==> src/rtl/dmem_pkg.sv <==
`default_nettype none

package dmem_pkg;

  // CPU side address and data word
  localparam int DMEM_AW = 32;
  localparam int DMEM_DW = 32;

  // One strobe per byte lane
  localparam int DMEM_SW = DMEM_DW / 8;

  // Address bit 31 set means I/O region, clear means cached region
  localparam int IO_SEL_BIT = 31;

  // Direct-mapped cache, one word per line
  localparam int CACHE_LINES = 16;
  localparam int CACHE_IDX_W = 4;

  // Index sits at addr[5:2], tag takes everything above it
  localparam int CACHE_TAG_W = DMEM_AW - CACHE_IDX_W - 2;

  // Backing RAM behind the cache
  localparam int RAM_DEPTH = 1024;
  localparam int RAM_AW    = 10;

  // I/O region RAM
  localparam int IO_DEPTH = 64;
  localparam int IO_AW    = 6;

  // Cycles from mem_ren to mem_rvalid
  localparam int MISS_LATENCY = 4;

endpackage

`default_nettype wire

==> src/rtl/dmem_io_ram.sv <==
`timescale 1ns/1ps
`default_nettype none

module dmem_io_ram (
  input  logic                          clk,
  input  logic                          io_ren,
  input  logic [dmem_pkg::DMEM_AW-1:0]  io_raddr,
  output logic [dmem_pkg::DMEM_DW-1:0]  io_rdata,
  input  logic                          io_wen,
  input  logic [dmem_pkg::DMEM_AW-1:0]  io_waddr,
  input  logic [dmem_pkg::DMEM_DW-1:0]  io_wdata,
  input  logic [dmem_pkg::DMEM_SW-1:0]  io_wstrb
);

  import dmem_pkg::*;

  logic [DMEM_DW-1:0] mem_q [IO_DEPTH];

  // BRAM style, data out the cycle after io_ren
  always_ff @(posedge clk) begin
    if (io_ren) begin
      io_rdata <= mem_q[io_raddr[IO_AW+1:2]];
    end
    if (io_wen) begin
      for (int b = 0; b < DMEM_SW; b++) begin
        if (io_wstrb[b]) begin
          mem_q[io_waddr[IO_AW+1:2]][8*b +: 8] <= io_wdata[8*b +: 8];
        end
      end
    end
  end

endmodule

`default_nettype wire

==> config.mk <==
export PLATFORM = sky130hd
export DESIGN_NAME = dmem_io_ram
export DESIGN_NICKNAME = d
export VERILOG_FILES = /design/src/rtl/dmem_pkg.sv /design/src/rtl/dmem_io_ram.sv
export SDC_FILE = /design/constraint.sdc
export NUM_CORES = 2
export LEC_CHECK = 0
export ABC_AREA = 1
export BUFFER_PORTS_ARGS = -buffer_cell sky130_fd_sc_hd__buf_2
export CAP_MARGIN = 10
export CORE_MARGIN = 1.5
export CORE_UTILIZATION = 40
export DETAILED_ROUTE_END_ITERATION = 10
export GPL_TIMING_DRIVEN = 0
export PLACE_DENSITY_LB_ADDON = 0.1
export SLEW_MARGIN = 30
export SYNTH_ARGS = -nofsm -noshare
export SYNTH_HDL_FRONTEND = slang
export SYNTH_SLANG_ARGS = --single-unit
==> constraint.sdc <==
create_clock -name clk -period 2.2 [get_ports clk]
set_input_delay 0.11 -clock clk [delete_from_list [all_inputs] [get_ports clk]]
set_output_delay 0.11 -clock clk [all_outputs]
set_load 0.01 [all_outputs]
### Yosys cells after proc, flatten, opt, wreduce, memory -nomap -nowiden

Memories as Yosys holds them, arrays and structs flattened. A register that Yosys moved wholly into a read port is not among the register bits.
Cells that the tools add are included.

| word-level totals | value |
|---|---|
| bits in registers | 0 |
| latch bits | 0 |
| RAM bits | 2048 |
| memory bits (read-only) | 0 |
| bits of input ports | 103 |
| output and inout port bits | 32 |
| word-level logic and storage cells | 13 |
| memories | 1 |

Memory list:

| memory | words | bits a word | read ports | clocked after memory_dff | wr ports | RTL line | source |
|---|---|---|---|---|---|---|---|
| mem_q | 64 | 32 | 1 | 1 | 1 | dmem_io_ram.sv:17 | `logic [DMEM_DW-1:0] mem_q [IO_DEPTH];` |

| cells by class | value |
|---|---|
| add/subtract/negate cells | 0 |
| multiply operators | 0 |
| div/mod/pow operators | 0 |
| magnitude comparators | 0 |
| equality and inequality tests | 0 |
| shift operators | 0 |
| multiplexer cells | 12 |
| bitwise operators | 0 |
| reductions and logical operators | 0 |

Operators with widths:

| operator | count |
|---|---|
| $mux 1 | 12 |

### Longest topological paths before layout

| depth | value |
|---|---|
| depth after elaboration | 3 |
| gate-level depth with buffers | 13 |

### Least setup slack after synthesis

No wires, ideal clock.

| timing | value |
|---|---|
| kind | input-to-reg |
| from | input port io_waddr[7] (netlist bit) |
| to | memory mem_q[56][0], enable pin |
| setup time | 0.370 ns |
| data arrival time | 1.261 ns |
| required time | 1.830 ns |
| path slack | 0.569 ns |
| cell stages on the path | 4 |
| buffers on the path | 0 |
| path through | inv_1 nor3_1 nand2_1 nor2_1 |

RTL lines:

| what | RTL line | source |
|---|---|---|
| start: declaration | dmem_io_ram.sv:10 | `input logic [dmem_pkg::DMEM_AW-1:0] io_waddr,` |
| end: declaration | dmem_io_ram.sv:17 |  |

No word-level cell before the write port.

==> metrics.md <==
| Metric | Value |
|---|---|
| Hold crit path type | `input port to flip-flop` |
| GR Overflow Total | `0` |
| Tot GR Track Use | `between 30% and 40%` |
| CTS max path bufs | `3` |
| WL/cell | `roughly 37 µm` |
| Die Ht | `462 µm` |
| Clock Root Buffer | `clkbuf_16` |
| Int Power | `between 60 and 70 mW` |
| Port buffer count | `between 70 and 80` |
| Critical path required time | `2.93 ns` |
| Slowest-stage cell, CP | `buf_1` |
| Starting Density | `between 40 and 50%` |
| Largest net degree at the start of global routing | `65` |
| H-Tree Depth | `4` |
| Area grow syn2layout | `16.3%` |
| Final GP Congestion | `just over 1` |
| Initial antenna violation count | `34` |
| Gate Count Post-Synth | `between 7000 and 8000` |
| Worst Tran Pin Value | `~1.1 ns` |
| Sequential cell fraction of total power | `roughly 50%` |
| NetSw | `roughly 22 mW` |
| Hold Fails Final Rpt | `0` |
| CORE AREA | `around 210000 µm²` |
| Relative slew slack | `26.1%` |
| Clock power share | `41.8%` |
| ANT nets after route | `0` |
| # IOs | `approximately 140` |
| DPL Wire Length | `~280 mm` |
| Die Span X | `approximately 460 µm` |
| DR vias | `between 60000 and 70000` |
| Final Core Density | `between 40% and 50%` |
| CTS tree | `built` |
| Total power | `just under 90 mW` |
| DRC violations left | `0` |
| Comb pwr share | `a little over 8%` |
| Crit path largest cell delay | `between 0.6 and 0.7 ns` |
| Final slew viol count | `0` |
| Power Dens Cells | `between 800 and 900 nW/µm²` |
| Vias in the first global route | `around 56000` |
| Cell breakdown of the critical path | `buf_2, clkbuf_2, buf_8, buf_1, nand3_1, nand3_1, nand3_1, nand2_1, nand2_1, nand2_1` |
| Worst Path Arrival | `3.12 ns` |
| Total Wirelength | `389 mm` |
| Cell Rows | `between 150 and 200` |
| Yosys reg bits | `about 2100` |
| Peak supply drop | `about 0.89 mV` |
| Sw Share | `roughly a quarter` |
| Synth Area per Inst | `approximately 12 µm²` |
| Vias per Instance | `between 5 and 6` |
| Setup Skew | `approximately 0.057 ns` |
| Violated checks | `negative setup slack` |
| R2R cell count | `8` |
| First drt pass iteration count | `8` |
| Seq/Total Area, Yosys | `74.2%` |
| Leak pwr | `between 30 and 40 nW` |
| Synth unique cells | `14` |
| Max-cap violations | `0` |
| Clock transition at path regs | `about 0.060 ns` |
| Fin crit share | `109%` |
| CTS Sinks | `around 2100` |
| Syn Nets | `between 7000 and 8000` |
| First DRT Iteration DRCs | `around 11000` |
| Die area | `roughly 210000 µm²` |
| Crit-path max FO | `10` |
| Status | `finished with violations` |
| RSZ-0062 raised after global routing | `false` |
| Setup Fix Bufs, Post-CTS | `0` |
| Hold path depth | `2` |
| Worst path depth | `10` |
| Worst setup SP type | `input port` |
| Synth Cell Area | `approximately 84000 µm²` |
| Critical Path Sink Type | `flip-flop` |
| Layout cells sized above 1 | `13.4%` |
| First-pass GRT wire length | `around 510 mm` |
| Clock Latency Late Sink | `~0.90 ns` |
| Yosys warning total | `0` |
| Top delay family on crit path | `buffers and inverters` |
| Fin crit period | `around 2.4 ns` |
| Final WS setup | `-0.198 ns` |
| Final setup vio count | `between 40 and 50` |
| CP Class | `input port to flip-flop` |
| Nets | `7584` |
| Number of buffers created by CTS | `roughly 220` |
| Fmax | `417 MHz` |
| Buf+Inv Stages, Crit Path | `4` |
final timing paths:
| path | from | endpoint | slack [ns] |
|---|---|---|---|
| setup / recovery | io_raddr[4] | io_rdata[11]$_DFFE_PP_ | -0.20 |
| setup reg to reg | mem_q[48][18]$_DFFE_PP_ | io_rdata[18]$_DFFE_PP_ | -0.01 |
| hold / removal | io_wdata[1] | mem_q[9][1]$_DFFE_PP_ | 0.09 |
| hold reg to reg | mem_q[2][18]$_DFFE_PP_ | io_rdata[18]$_DFFE_PP_ | 0.97 |
layout make-up:
type                            instances  area [µm²]
Antenna cell                           25        62.6
Buffer                                469        2470
Clock buffer                          272        5720
Clock inverter                        140        1210
Fill cell                           19300      112000
Inverter                               12        47.5
Multi-Input combinational cell       4492       19900
Sequential cell                      2080       62500
Tap cell                             2805        3510
Timing Repair Buffer                  205        2410
Yosys cell counts:
cell / count / area share [%]
buf_1: 56 / 0.25
buf_2: 255 / 1.5
buf_4: 42 / 0.37
buf_6: 15 / 0.20
buf_8: 1 / 0.018
clkbuf_1: 100 / 0.45
edfxtp_1: 2080 / 74
inv_1: 9 / 0.040
inv_2: 2 / 0.0089
inv_4: 1 / 0.0074
nand2_1: 2324 / 10
nand3_1: 1896 / 11
nor2_1: 256 / 1.1
nor3_1: 16 / 0.095
flip-flops by register name, indices dropped and copies added (netlist names):
register,count
mem_q,2048
io_rdata,32
what timing repair did:
action                                  in CTS  in global routing
endpoints found under the setup margin      12                 23
hold endpoints to repair                  2047                  0
gates resized for setup                      9                 42
hold buffers                                37                  0
pin swaps                                    0                  0
power by group through the flow:
| stage | sequential, mW | clock (mW) | combinational, mW |
|---|---|---|---|
| 2_1_floorplan | 44.7 | 0 | 2.71 |
| 3_3_place_gp | 44.8 | 0 | 6.63 |
| 6_report | 43.9 | 36.8 | 7.34 |
| 5_1_grt | 43.9 | 38.1 | 7.42 |
| 4_1_cts | 43.9 | 36.7 | 7.01 |
| 3_5_place_dp | 44.7 | 0 | 6.93 |
kinds of logic after synthesis:
family / share of synthesized area, %
buffers and inverters: 2.86
AND/OR/NAND/NOR: 22.9
flip-flops: 74.2
metrics by stage:
step           hold slack [ns]  setup TNS [ns]  cells  cell area [µm²]  worst slack, ns
6_report                0.0916           -2.06  10500            97800           -0.198
5_1_grt                 0.0767               0  10500            97800         0.000586
4_1_cts                0.00102         -0.0345  10500            97600          -0.0345
3_5_place_dp             0.419         -614.26  10000            90300            -1.10
3_3_place_gp             0.527        -5274.15   9936            88000            -3.61
2_1_floorplan            0.209               0   7053            84100            0.569
routing by layer:
metal	global-route usage [%]	vias to the layer above	share of wire, %
met5	0	-	0.015
met4	19.3	8	6.2
met3	10.0	828	12
met2	52.8	4478	43
met1	48.7	31600	38
li1	-	25900	-
placed cells by master, fill, tap and decap left out, drive strengths merged:
cell type         n
nor3             16
inv              19
nand3          1896
clkinvlp          3
diode            25
nand2          2324
clkdlybuf4s15     1
clkinv          114
dlygate4sd3      37
bufinv           16
edfxtp         2080
buf             521
nor2            256
clkbuf          387
Note: power is estimated with default switching activity, not from simulation.
