[config.mk]
export PLATFORM = sky130hd
export DESIGN_NAME = dmem_cache_bridge
export DESIGN_NICKNAME = d
export VERILOG_FILES = /design/src/rtl/dmem_pkg.sv /design/src/rtl/dmem_cache_bridge.sv
export SDC_FILE = /design/constraint.sdc
export NUM_CORES = 1
export LEC_CHECK = 0
export CORE_AREA = 3 3 156 158
export CTS_CLUSTER_SIZE = 12
export DETAILED_ROUTE_END_ITERATION = 7
export DIE_AREA = 0 0 159 161
export DONT_BUFFER_PORTS = 1
export HOLD_SLACK_MARGIN = 0.08
export SETUP_SLACK_MARGIN = 0.05
export SLEW_MARGIN = 25
export SYNTH_ARGS = -nofsm -noshare
export SYNTH_HDL_FRONTEND = slang
export SYNTH_SLANG_ARGS = --single-unit
[constraint.sdc]
create_clock -name clk -period 5.07 [get_ports clk]
set_clock_uncertainty 0.2 [all_clocks]
set_input_delay 1.014 -clock clk [delete_from_list [all_inputs] [get_ports clk]]
set_output_delay 1.014 -clock clk [all_outputs]
set_load 0.01 [all_outputs]
[src/rtl/dmem_pkg.sv]
`default_nettype none

package dmem_pkg;

  // CPU side address and data word
  localparam int DMEM_AW = 32;
  localparam int DMEM_DW = 32;

  // One strobe per byte lane
  localparam int DMEM_SW = DMEM_DW / 8;

  // Address bit 31 set means I/O region, clear means cached region
  localparam int IO_SEL_BIT = 31;

  // Direct-mapped cache, one word per line
  localparam int CACHE_LINES = 16;
  localparam int CACHE_IDX_W = 4;

  // Index sits at addr[5:2], tag takes everything above it
  localparam int CACHE_TAG_W = DMEM_AW - CACHE_IDX_W - 2;

  // Backing RAM behind the cache
  localparam int RAM_DEPTH = 1024;
  localparam int RAM_AW    = 10;

  // I/O region RAM
  localparam int IO_DEPTH = 64;
  localparam int IO_AW    = 6;

  // Cycles from mem_ren to mem_rvalid
  localparam int MISS_LATENCY = 4;

endpackage

`default_nettype wire

[src/rtl/dmem_cache_bridge.sv]
`timescale 1ns/1ps
`default_nettype none

module dmem_cache_bridge (
  input  logic                          clk,
  input  logic                          rst_n,

  // CPU data port
  input  logic                          dmem_ren,
  input  logic [dmem_pkg::DMEM_AW-1:0]  dmem_raddr,
  output logic [dmem_pkg::DMEM_DW-1:0]  dmem_rdata,
  input  logic                          dmem_we,
  input  logic [dmem_pkg::DMEM_AW-1:0]  dmem_waddr,
  input  logic [dmem_pkg::DMEM_DW-1:0]  dmem_wdata,
  input  logic [dmem_pkg::DMEM_SW-1:0]  dmem_wstrb,
  output logic                          dmem_stall,

  // Cache request side
  output logic                          cache_rd_valid,
  input  logic                          cache_rd_ready,
  output logic [dmem_pkg::DMEM_AW-1:0]  cache_rd_addr,
  input  logic [dmem_pkg::DMEM_DW-1:0]  cache_rd_data,
  input  logic                          cache_rd_data_valid,
  output logic                          cache_wr_valid,
  input  logic                          cache_wr_ready,
  output logic [dmem_pkg::DMEM_AW-1:0]  cache_wr_addr,
  output logic [dmem_pkg::DMEM_DW-1:0]  cache_wr_data,
  output logic [dmem_pkg::DMEM_SW-1:0]  cache_wr_strb,

  // I/O bypass side
  output logic                          io_ren,
  output logic [dmem_pkg::DMEM_AW-1:0]  io_raddr,
  input  logic [dmem_pkg::DMEM_DW-1:0]  io_rdata,
  output logic                          io_wen,
  output logic [dmem_pkg::DMEM_AW-1:0]  io_waddr,
  output logic [dmem_pkg::DMEM_DW-1:0]  io_wdata,
  output logic [dmem_pkg::DMEM_SW-1:0]  io_wstrb
);

  import dmem_pkg::*;

  logic                 io_sel_rd;
  logic                 io_sel_wr;
  logic                 io_sel_rd_q;
  logic                 rd_pending;
  logic                 wr_pending;
  logic                 busy;
  logic                 rd_start;
  logic                 wr_start;
  logic [DMEM_AW-1:0]   rd_addr_q;
  logic [DMEM_AW-1:0]   wr_addr_q;
  logic [DMEM_DW-1:0]   wr_data_q;
  logic [DMEM_SW-1:0]   wr_strb_q;

  // Region decode on the raw CPU addresses
  assign io_sel_rd = dmem_raddr[IO_SEL_BIT];
  assign io_sel_wr = dmem_waddr[IO_SEL_BIT];

  // New cache requests are dropped while one is outstanding
  assign busy     = rd_pending || wr_pending;
  assign rd_start = dmem_ren && !io_sel_rd && !busy;
  assign wr_start = dmem_we && !io_sel_wr && !busy;

  // Pending flags, set by the CPU pulse and cleared by the cache answer
  always_ff @(posedge clk) begin
    if (!rst_n) begin
      rd_pending  <= 1'b0;
      wr_pending  <= 1'b0;
      io_sel_rd_q <= 1'b0;
    end else begin
      if (rd_start) begin
        rd_pending <= 1'b1;
      end else if (cache_rd_data_valid) begin
        rd_pending <= 1'b0;
      end
      if (wr_start) begin
        wr_pending <= 1'b1;
      end else if (cache_wr_ready) begin
        wr_pending <= 1'b0;
      end
      // Remember where the last read went, steers the read mux
      if (dmem_ren) begin
        io_sel_rd_q <= io_sel_rd;
      end
    end
  end

  // Capture the request, the CPU is free to move its buses afterwards
  always_ff @(posedge clk) begin
    if (rd_start) begin
      rd_addr_q <= dmem_raddr;
    end
    if (wr_start) begin
      wr_addr_q <= dmem_waddr;
      wr_data_q <= dmem_wdata;
      wr_strb_q <= dmem_wstrb;
    end
  end

  // Valid follows the pending flag and is held until answered
  assign cache_rd_valid = rd_pending;
  assign cache_rd_addr  = rd_addr_q;
  assign cache_wr_valid = wr_pending;
  assign cache_wr_addr  = wr_addr_q;
  assign cache_wr_data  = wr_data_q;
  assign cache_wr_strb  = wr_strb_q;

  // Cache takes any request while idle and the CPU never overlaps requests,
  // so cache_rd_ready carries no information this side needs

  // I/O region bypasses the cache with the CPU pulse as is
  assign io_ren   = dmem_ren && io_sel_rd;
  assign io_raddr = dmem_raddr;
  assign io_wen   = dmem_we && io_sel_wr;
  assign io_waddr = dmem_waddr;
  assign io_wdata = dmem_wdata;
  assign io_wstrb = dmem_wstrb;

  // I/O data lands one cycle after the pulse, cache data on data_valid
  assign dmem_rdata = io_sel_rd_q ? io_rdata : cache_rd_data;

  // Hold the CPU until the cache answers the outstanding request
  assign dmem_stall = (rd_pending && !cache_rd_data_valid) ||
                      (wr_pending && !cache_wr_ready);

endmodule

`default_nettype wire

# Yosys cells after proc, flatten, opt, wreduce, memory -nomap -nowiden
# Index checks and enable logic that the tools add are counted.
# Widths: inputs -> output; s select.
# totals
in_bits	171
regBits	103
output_inout_bits	237
elab_cells	29
# op_classes
mux	5
reduce_logical	17
# op_table
cell	count
$mux 32	1
$logic_and 1x1->1	8
$logic_not 1->1	5
$mux 1	4
$reduce_bool 2->1	2
$logic_or 1x1->1	2

# Longest topological paths before layout
# depth
word_depth	4
depth_mapped	3
ltp_nobuf	2

# Least setup slack after synthesis
# No wires, ideal clock.
# synth_timing
kind	input port to flip-flop
start	in dmem_waddr[31] (netlist bit)
end	reg wr_addr_q[0], in the netlist cache_wr_addr[0], enable pin
slack_ps	1184
arrival_time_ps	3228
path_stages	1
path_cell_list	nor4b_4
# synth_between
elab_chain_len	3
# synth_lines
item	line_no	rtl
start: declaration	dmem_cache_bridge.sv:13	input logic [dmem_pkg::DMEM_AW-1:0] dmem_waddr,
$logic_not 1->1	dmem_cache_bridge.sv:62	assign wr_start = dmem_we && !io_sel_wr && !busy;
$logic_and 1x1->1 (2 in a row)	dmem_cache_bridge.sv:62	
end signal: assignment	dmem_cache_bridge.sv:94	wr_addr_q <= dmem_waddr;
end: declaration	dmem_cache_bridge.sv:51	logic [DMEM_AW-1:0] wr_addr_q;
# Every way passes these cells.
# A chain may end at the register's enable or synchronous reset.

# Worst setup path in the final report
# layout_timing
start	reg io_sel_rd_q
end	out dmem_rdata[29] (netlist bit)
# layout_between
elab_chain_len	1
# layout_lines
item	line_no	rtl
start: declaration	dmem_cache_bridge.sv:44	logic io_sel_rd_q;
start signal: assignment	dmem_cache_bridge.sv:83	io_sel_rd_q <= io_sel_rd;
$mux 32	dmem_cache_bridge.sv:120	assign dmem_rdata = io_sel_rd_q ? io_rdata : cache_rd_data;
end: declaration	dmem_cache_bridge.sv:11	output logic [dmem_pkg::DMEM_DW-1:0] dmem_rdata,
# Every way passes these cells.

==> results_dict.tcl <==
set metrics [dict create \
    die_h_microns 161 \
    dpl.cell_count 468 \
    die_area_sq_um 25600 \
    vdd_ir_drop_max_mv 0.110 \
    report.power.total_mw 1.80 \
    powerDensity_nw_per_um2 410 \
    clock_sink_count 103 \
    postCtsSetupBuffers 0 \
    pin_count 408 \
    regToRegStartpoint "cache_rd_valid" \
    die-width_microns 159 \
    critical_path.startpoint "io_sel_rd_q" \
    initial_utilization_pct 19.2 \
    cts.reportedPaths.clkPinSlew_ns 0.08 \
    critical_path.cell_chain "mux2_2" \
    worst_slew_margin_relative_to_its_limit_pct 30.8 \
    drv_slew 0 \
    netlist.area_leader.share_pct 67.2 \
    post_route_cells_drive_above_1_share_pct 32.7 \
    synth_area_per_cell_sq_um 17.9 \
    max_clock_freq_ghz 0.326 \
    post-route-min-period_ns 3.07 \
    timing_hold_violations_final 0 \
    synth_nets 421 \
    status "finished, final reports clean" \
    met3_length_microns 2010 \
    rsz0062_at_grt "false" \
    grt_first_pass_wirelength_microns 16100 \
    crit_arrival_ns 1.86 \
    clockBufferDepth 2 \
    buffer_and_inverter_count_on_the_worst_path 0 \
    total_routing_resource_utilization_after_global_routing_pct 9.41 \
    finalWeightedCongestion 0.697 \
    worst_hold_slack_ns 0.552 \
    synth.yosys.warnings 0 \
    netlist_area_sq_um 4470 \
    synth-seq-cells 103 \
    synth_largest_area_cell "sky130_fd_sc_hd__edfxtp_1" \
    timing_worst_setup_path_type "register to output port" \
    routed_length_per_placed_instance_microns 26.1 \
    cp-end-kind "output port" \
    detailedRoute.firstIterationViolations 130 \
    grt-ovfl-total 0 \
    core_sq_um 23300 \
    critical_path_peak_fanout 33 \
    holdCritStartpoint "dmem_wdata[3]" \
    clk_root_buffer_cell "sky130_fd_sc_hd__clkbuf_16" \
    clk-insertion-delay-late_ns 0.35 \
    cts_tree "yes" \
    setup_viol 0 \
    critPathSlowestCell "sky130_fd_sc_hd__dfxtp_2" \
    tritoncts.num_buffers 9 \
    met1_length_microns 3470 \
    post_cts_resized 0 \
    wirelength_microns 12800 \
    rows 56 \
    power.static_leakage_nw 1.38 \
    drt_pre_antenna_iters 3 \
    share_of_the_clock_period_used_by_the_worst_path_pct 60.6 \
    setup.worst_path.start_class "register" \
    synth_seq_area_share_pct 68.6 \
    finalCoreUtilization_pct 18.8 \
    grt_start_max_net_pins 50 \
    crit_family "flip-flops" \
    layout.nets 331 \
    ys_top_cells_by_area "sky130_fd_sc_hd__edfxtp_1 (67%), sky130_fd_sc_hd__buf_4 (17%), sky130_fd_sc_hd__mux2_4 (10%)" \
    required_ns 3.86 \
    worstMarginPinSlew_ns 1.04 \
    drt.antenna.violating_nets 0 \
    area_delta_synth_final_pct -1.91 \
    port_buffers 0 \
    layoutNonFillerInstCount 488 \
    drcViolationCount 0 \
    final.fill_count 2549 \
    antenna_found_initial 11 \
    timing.hold.worst.class "primary input to register" \
    slowest_delay_ns 1.02 \
    grt_pass1_vias 1869 \
    syn_inst 250 \
    drv.max_cap_violation_count 0 \
    routed_via_density 3.45 \
    hold_bufs_at_cts 0 \
    detailroute.via_count 1686 \
    met2RoutedLength_microns 6580 \
    synthDistinctLibCells 12 \
    timing.setup.tns_ns 0 \
    ctsHtreeMaxLevel 3 \
    uppermost_metal_layer_occupied_by_signal_nets "met5" \
]
[layout make-up]
type                            instances  area, sq um  share of cell area, %
Clock buffer                            9          225                   5.14
Multi-Input combinational cell         43          581                   13.3
Antenna cell                            4         10.0                  0.229
Clock inverter                          7         78.8                   1.80
Tap cell                              319          399                   9.11
Timing Repair Buffer                    3         22.5                  0.514
Sequential cell                       103         3060                   70.0
[worst paths after layout]
| check | to | slack [ns] | cells after the start |
|---|---|---|---|
| worst max-delay path | dmem_rdata[29] | 2.00 | 1 |
| worst min-delay path | cache_wr_data[3] | 0.55 | 0 |
| worst max register to register | cache_wr_strb[1] | 3.22 | 2 |
| worst min register to register | cache_wr_valid | 0.59 | 2 |
[cells in the final DEF (no fill, tap or decap)]
cell	n
sky130_fd_sc_hd__inv_8	2
sky130_fd_sc_hd__and2_1	2
sky130_fd_sc_hd__dfxtp_1	2
sky130_fd_sc_hd__clkbuf_16	9
sky130_fd_sc_hd__o21a_1	3
sky130_fd_sc_hd__nor4b_4	2
sky130_fd_sc_hd__buf_4	3
sky130_fd_sc_hd__edfxtp_1	100
sky130_fd_sc_hd__diode_2	4
sky130_fd_sc_hd__clkinv_4	1
sky130_fd_sc_hd__or2_1	1
sky130_fd_sc_hd__dfxtp_2	1
sky130_fd_sc_hd__nor2b_1	3
sky130_fd_sc_hd__clkinvlp_4	2
sky130_fd_sc_hd__mux2_4	30
sky130_fd_sc_hd__mux2_2	2
sky130_fd_sc_hd__clkinv_8	2
[per-layer routing]
layer,vias up,global-route usage (%)
li1,619,-
met1,752,7.23
met2,265,16.1
met3,36,7.69
met4,14,5.89
met5,-,0
[through the flow]
stage               cell area (sq um)  setup slack, ns
finish                           4380             2.00
global route                     4380             1.91
CTS                              4370             1.98
detailed placement               4070             2.39
global placement                 4070             2.42
floorplan                        4470             1.18
[where the power goes]
| group | total [mW] | switching [mW] | internal, mW |
|---|---|---|---|
| registers | 1.03 | 0.0439 | 0.984 |
| logic | 0.0820 | 0.0448 | 0.0372 |
| clock network | 0.687 | 0.338 | 0.349 |
| total | 1.80 | 0.427 | 1.37 |
[kinds of logic (layout without fill, tap and decap cells)]
group	count (synthesis)	count (layout)	synth area share, %
buffers and inverters	104	19	18.4
flip-flops	103	103	68.6
multiplexers	32	32	10.6
AND/OR/NAND/NOR	8	8	1.91
AO/OA/AOI/OAI	3	3	0.504
other	0	4	0
[sequential cells by signal, indices dropped and copies added, names as in the netlist]
register	flops
cache_rd_addr	32
cache_rd_valid	1
cache_wr_addr	32
cache_wr_data	32
cache_wr_strb	4
cache_wr_valid	1
io_sel_rd_q	1
[cells in the mapped netlist]
| library cell | instances |
|---|---|
| sky130_fd_sc_hd__o21a_1 | 3 |
| sky130_fd_sc_hd__mux2_4 | 30 |
| sky130_fd_sc_hd__mux2_2 | 2 |
| sky130_fd_sc_hd__and2_1 | 2 |
| sky130_fd_sc_hd__buf_4 | 100 |
| sky130_fd_sc_hd__dfxtp_1 | 3 |
| sky130_fd_sc_hd__buf_6 | 1 |
| sky130_fd_sc_hd__or2_1 | 1 |
| sky130_fd_sc_hd__buf_12 | 3 |
| sky130_fd_sc_hd__edfxtp_1 | 100 |
| sky130_fd_sc_hd__nor4b_4 | 2 |
| sky130_fd_sc_hd__nor2b_1 | 3 |
(Power assumes the default switching activity.)
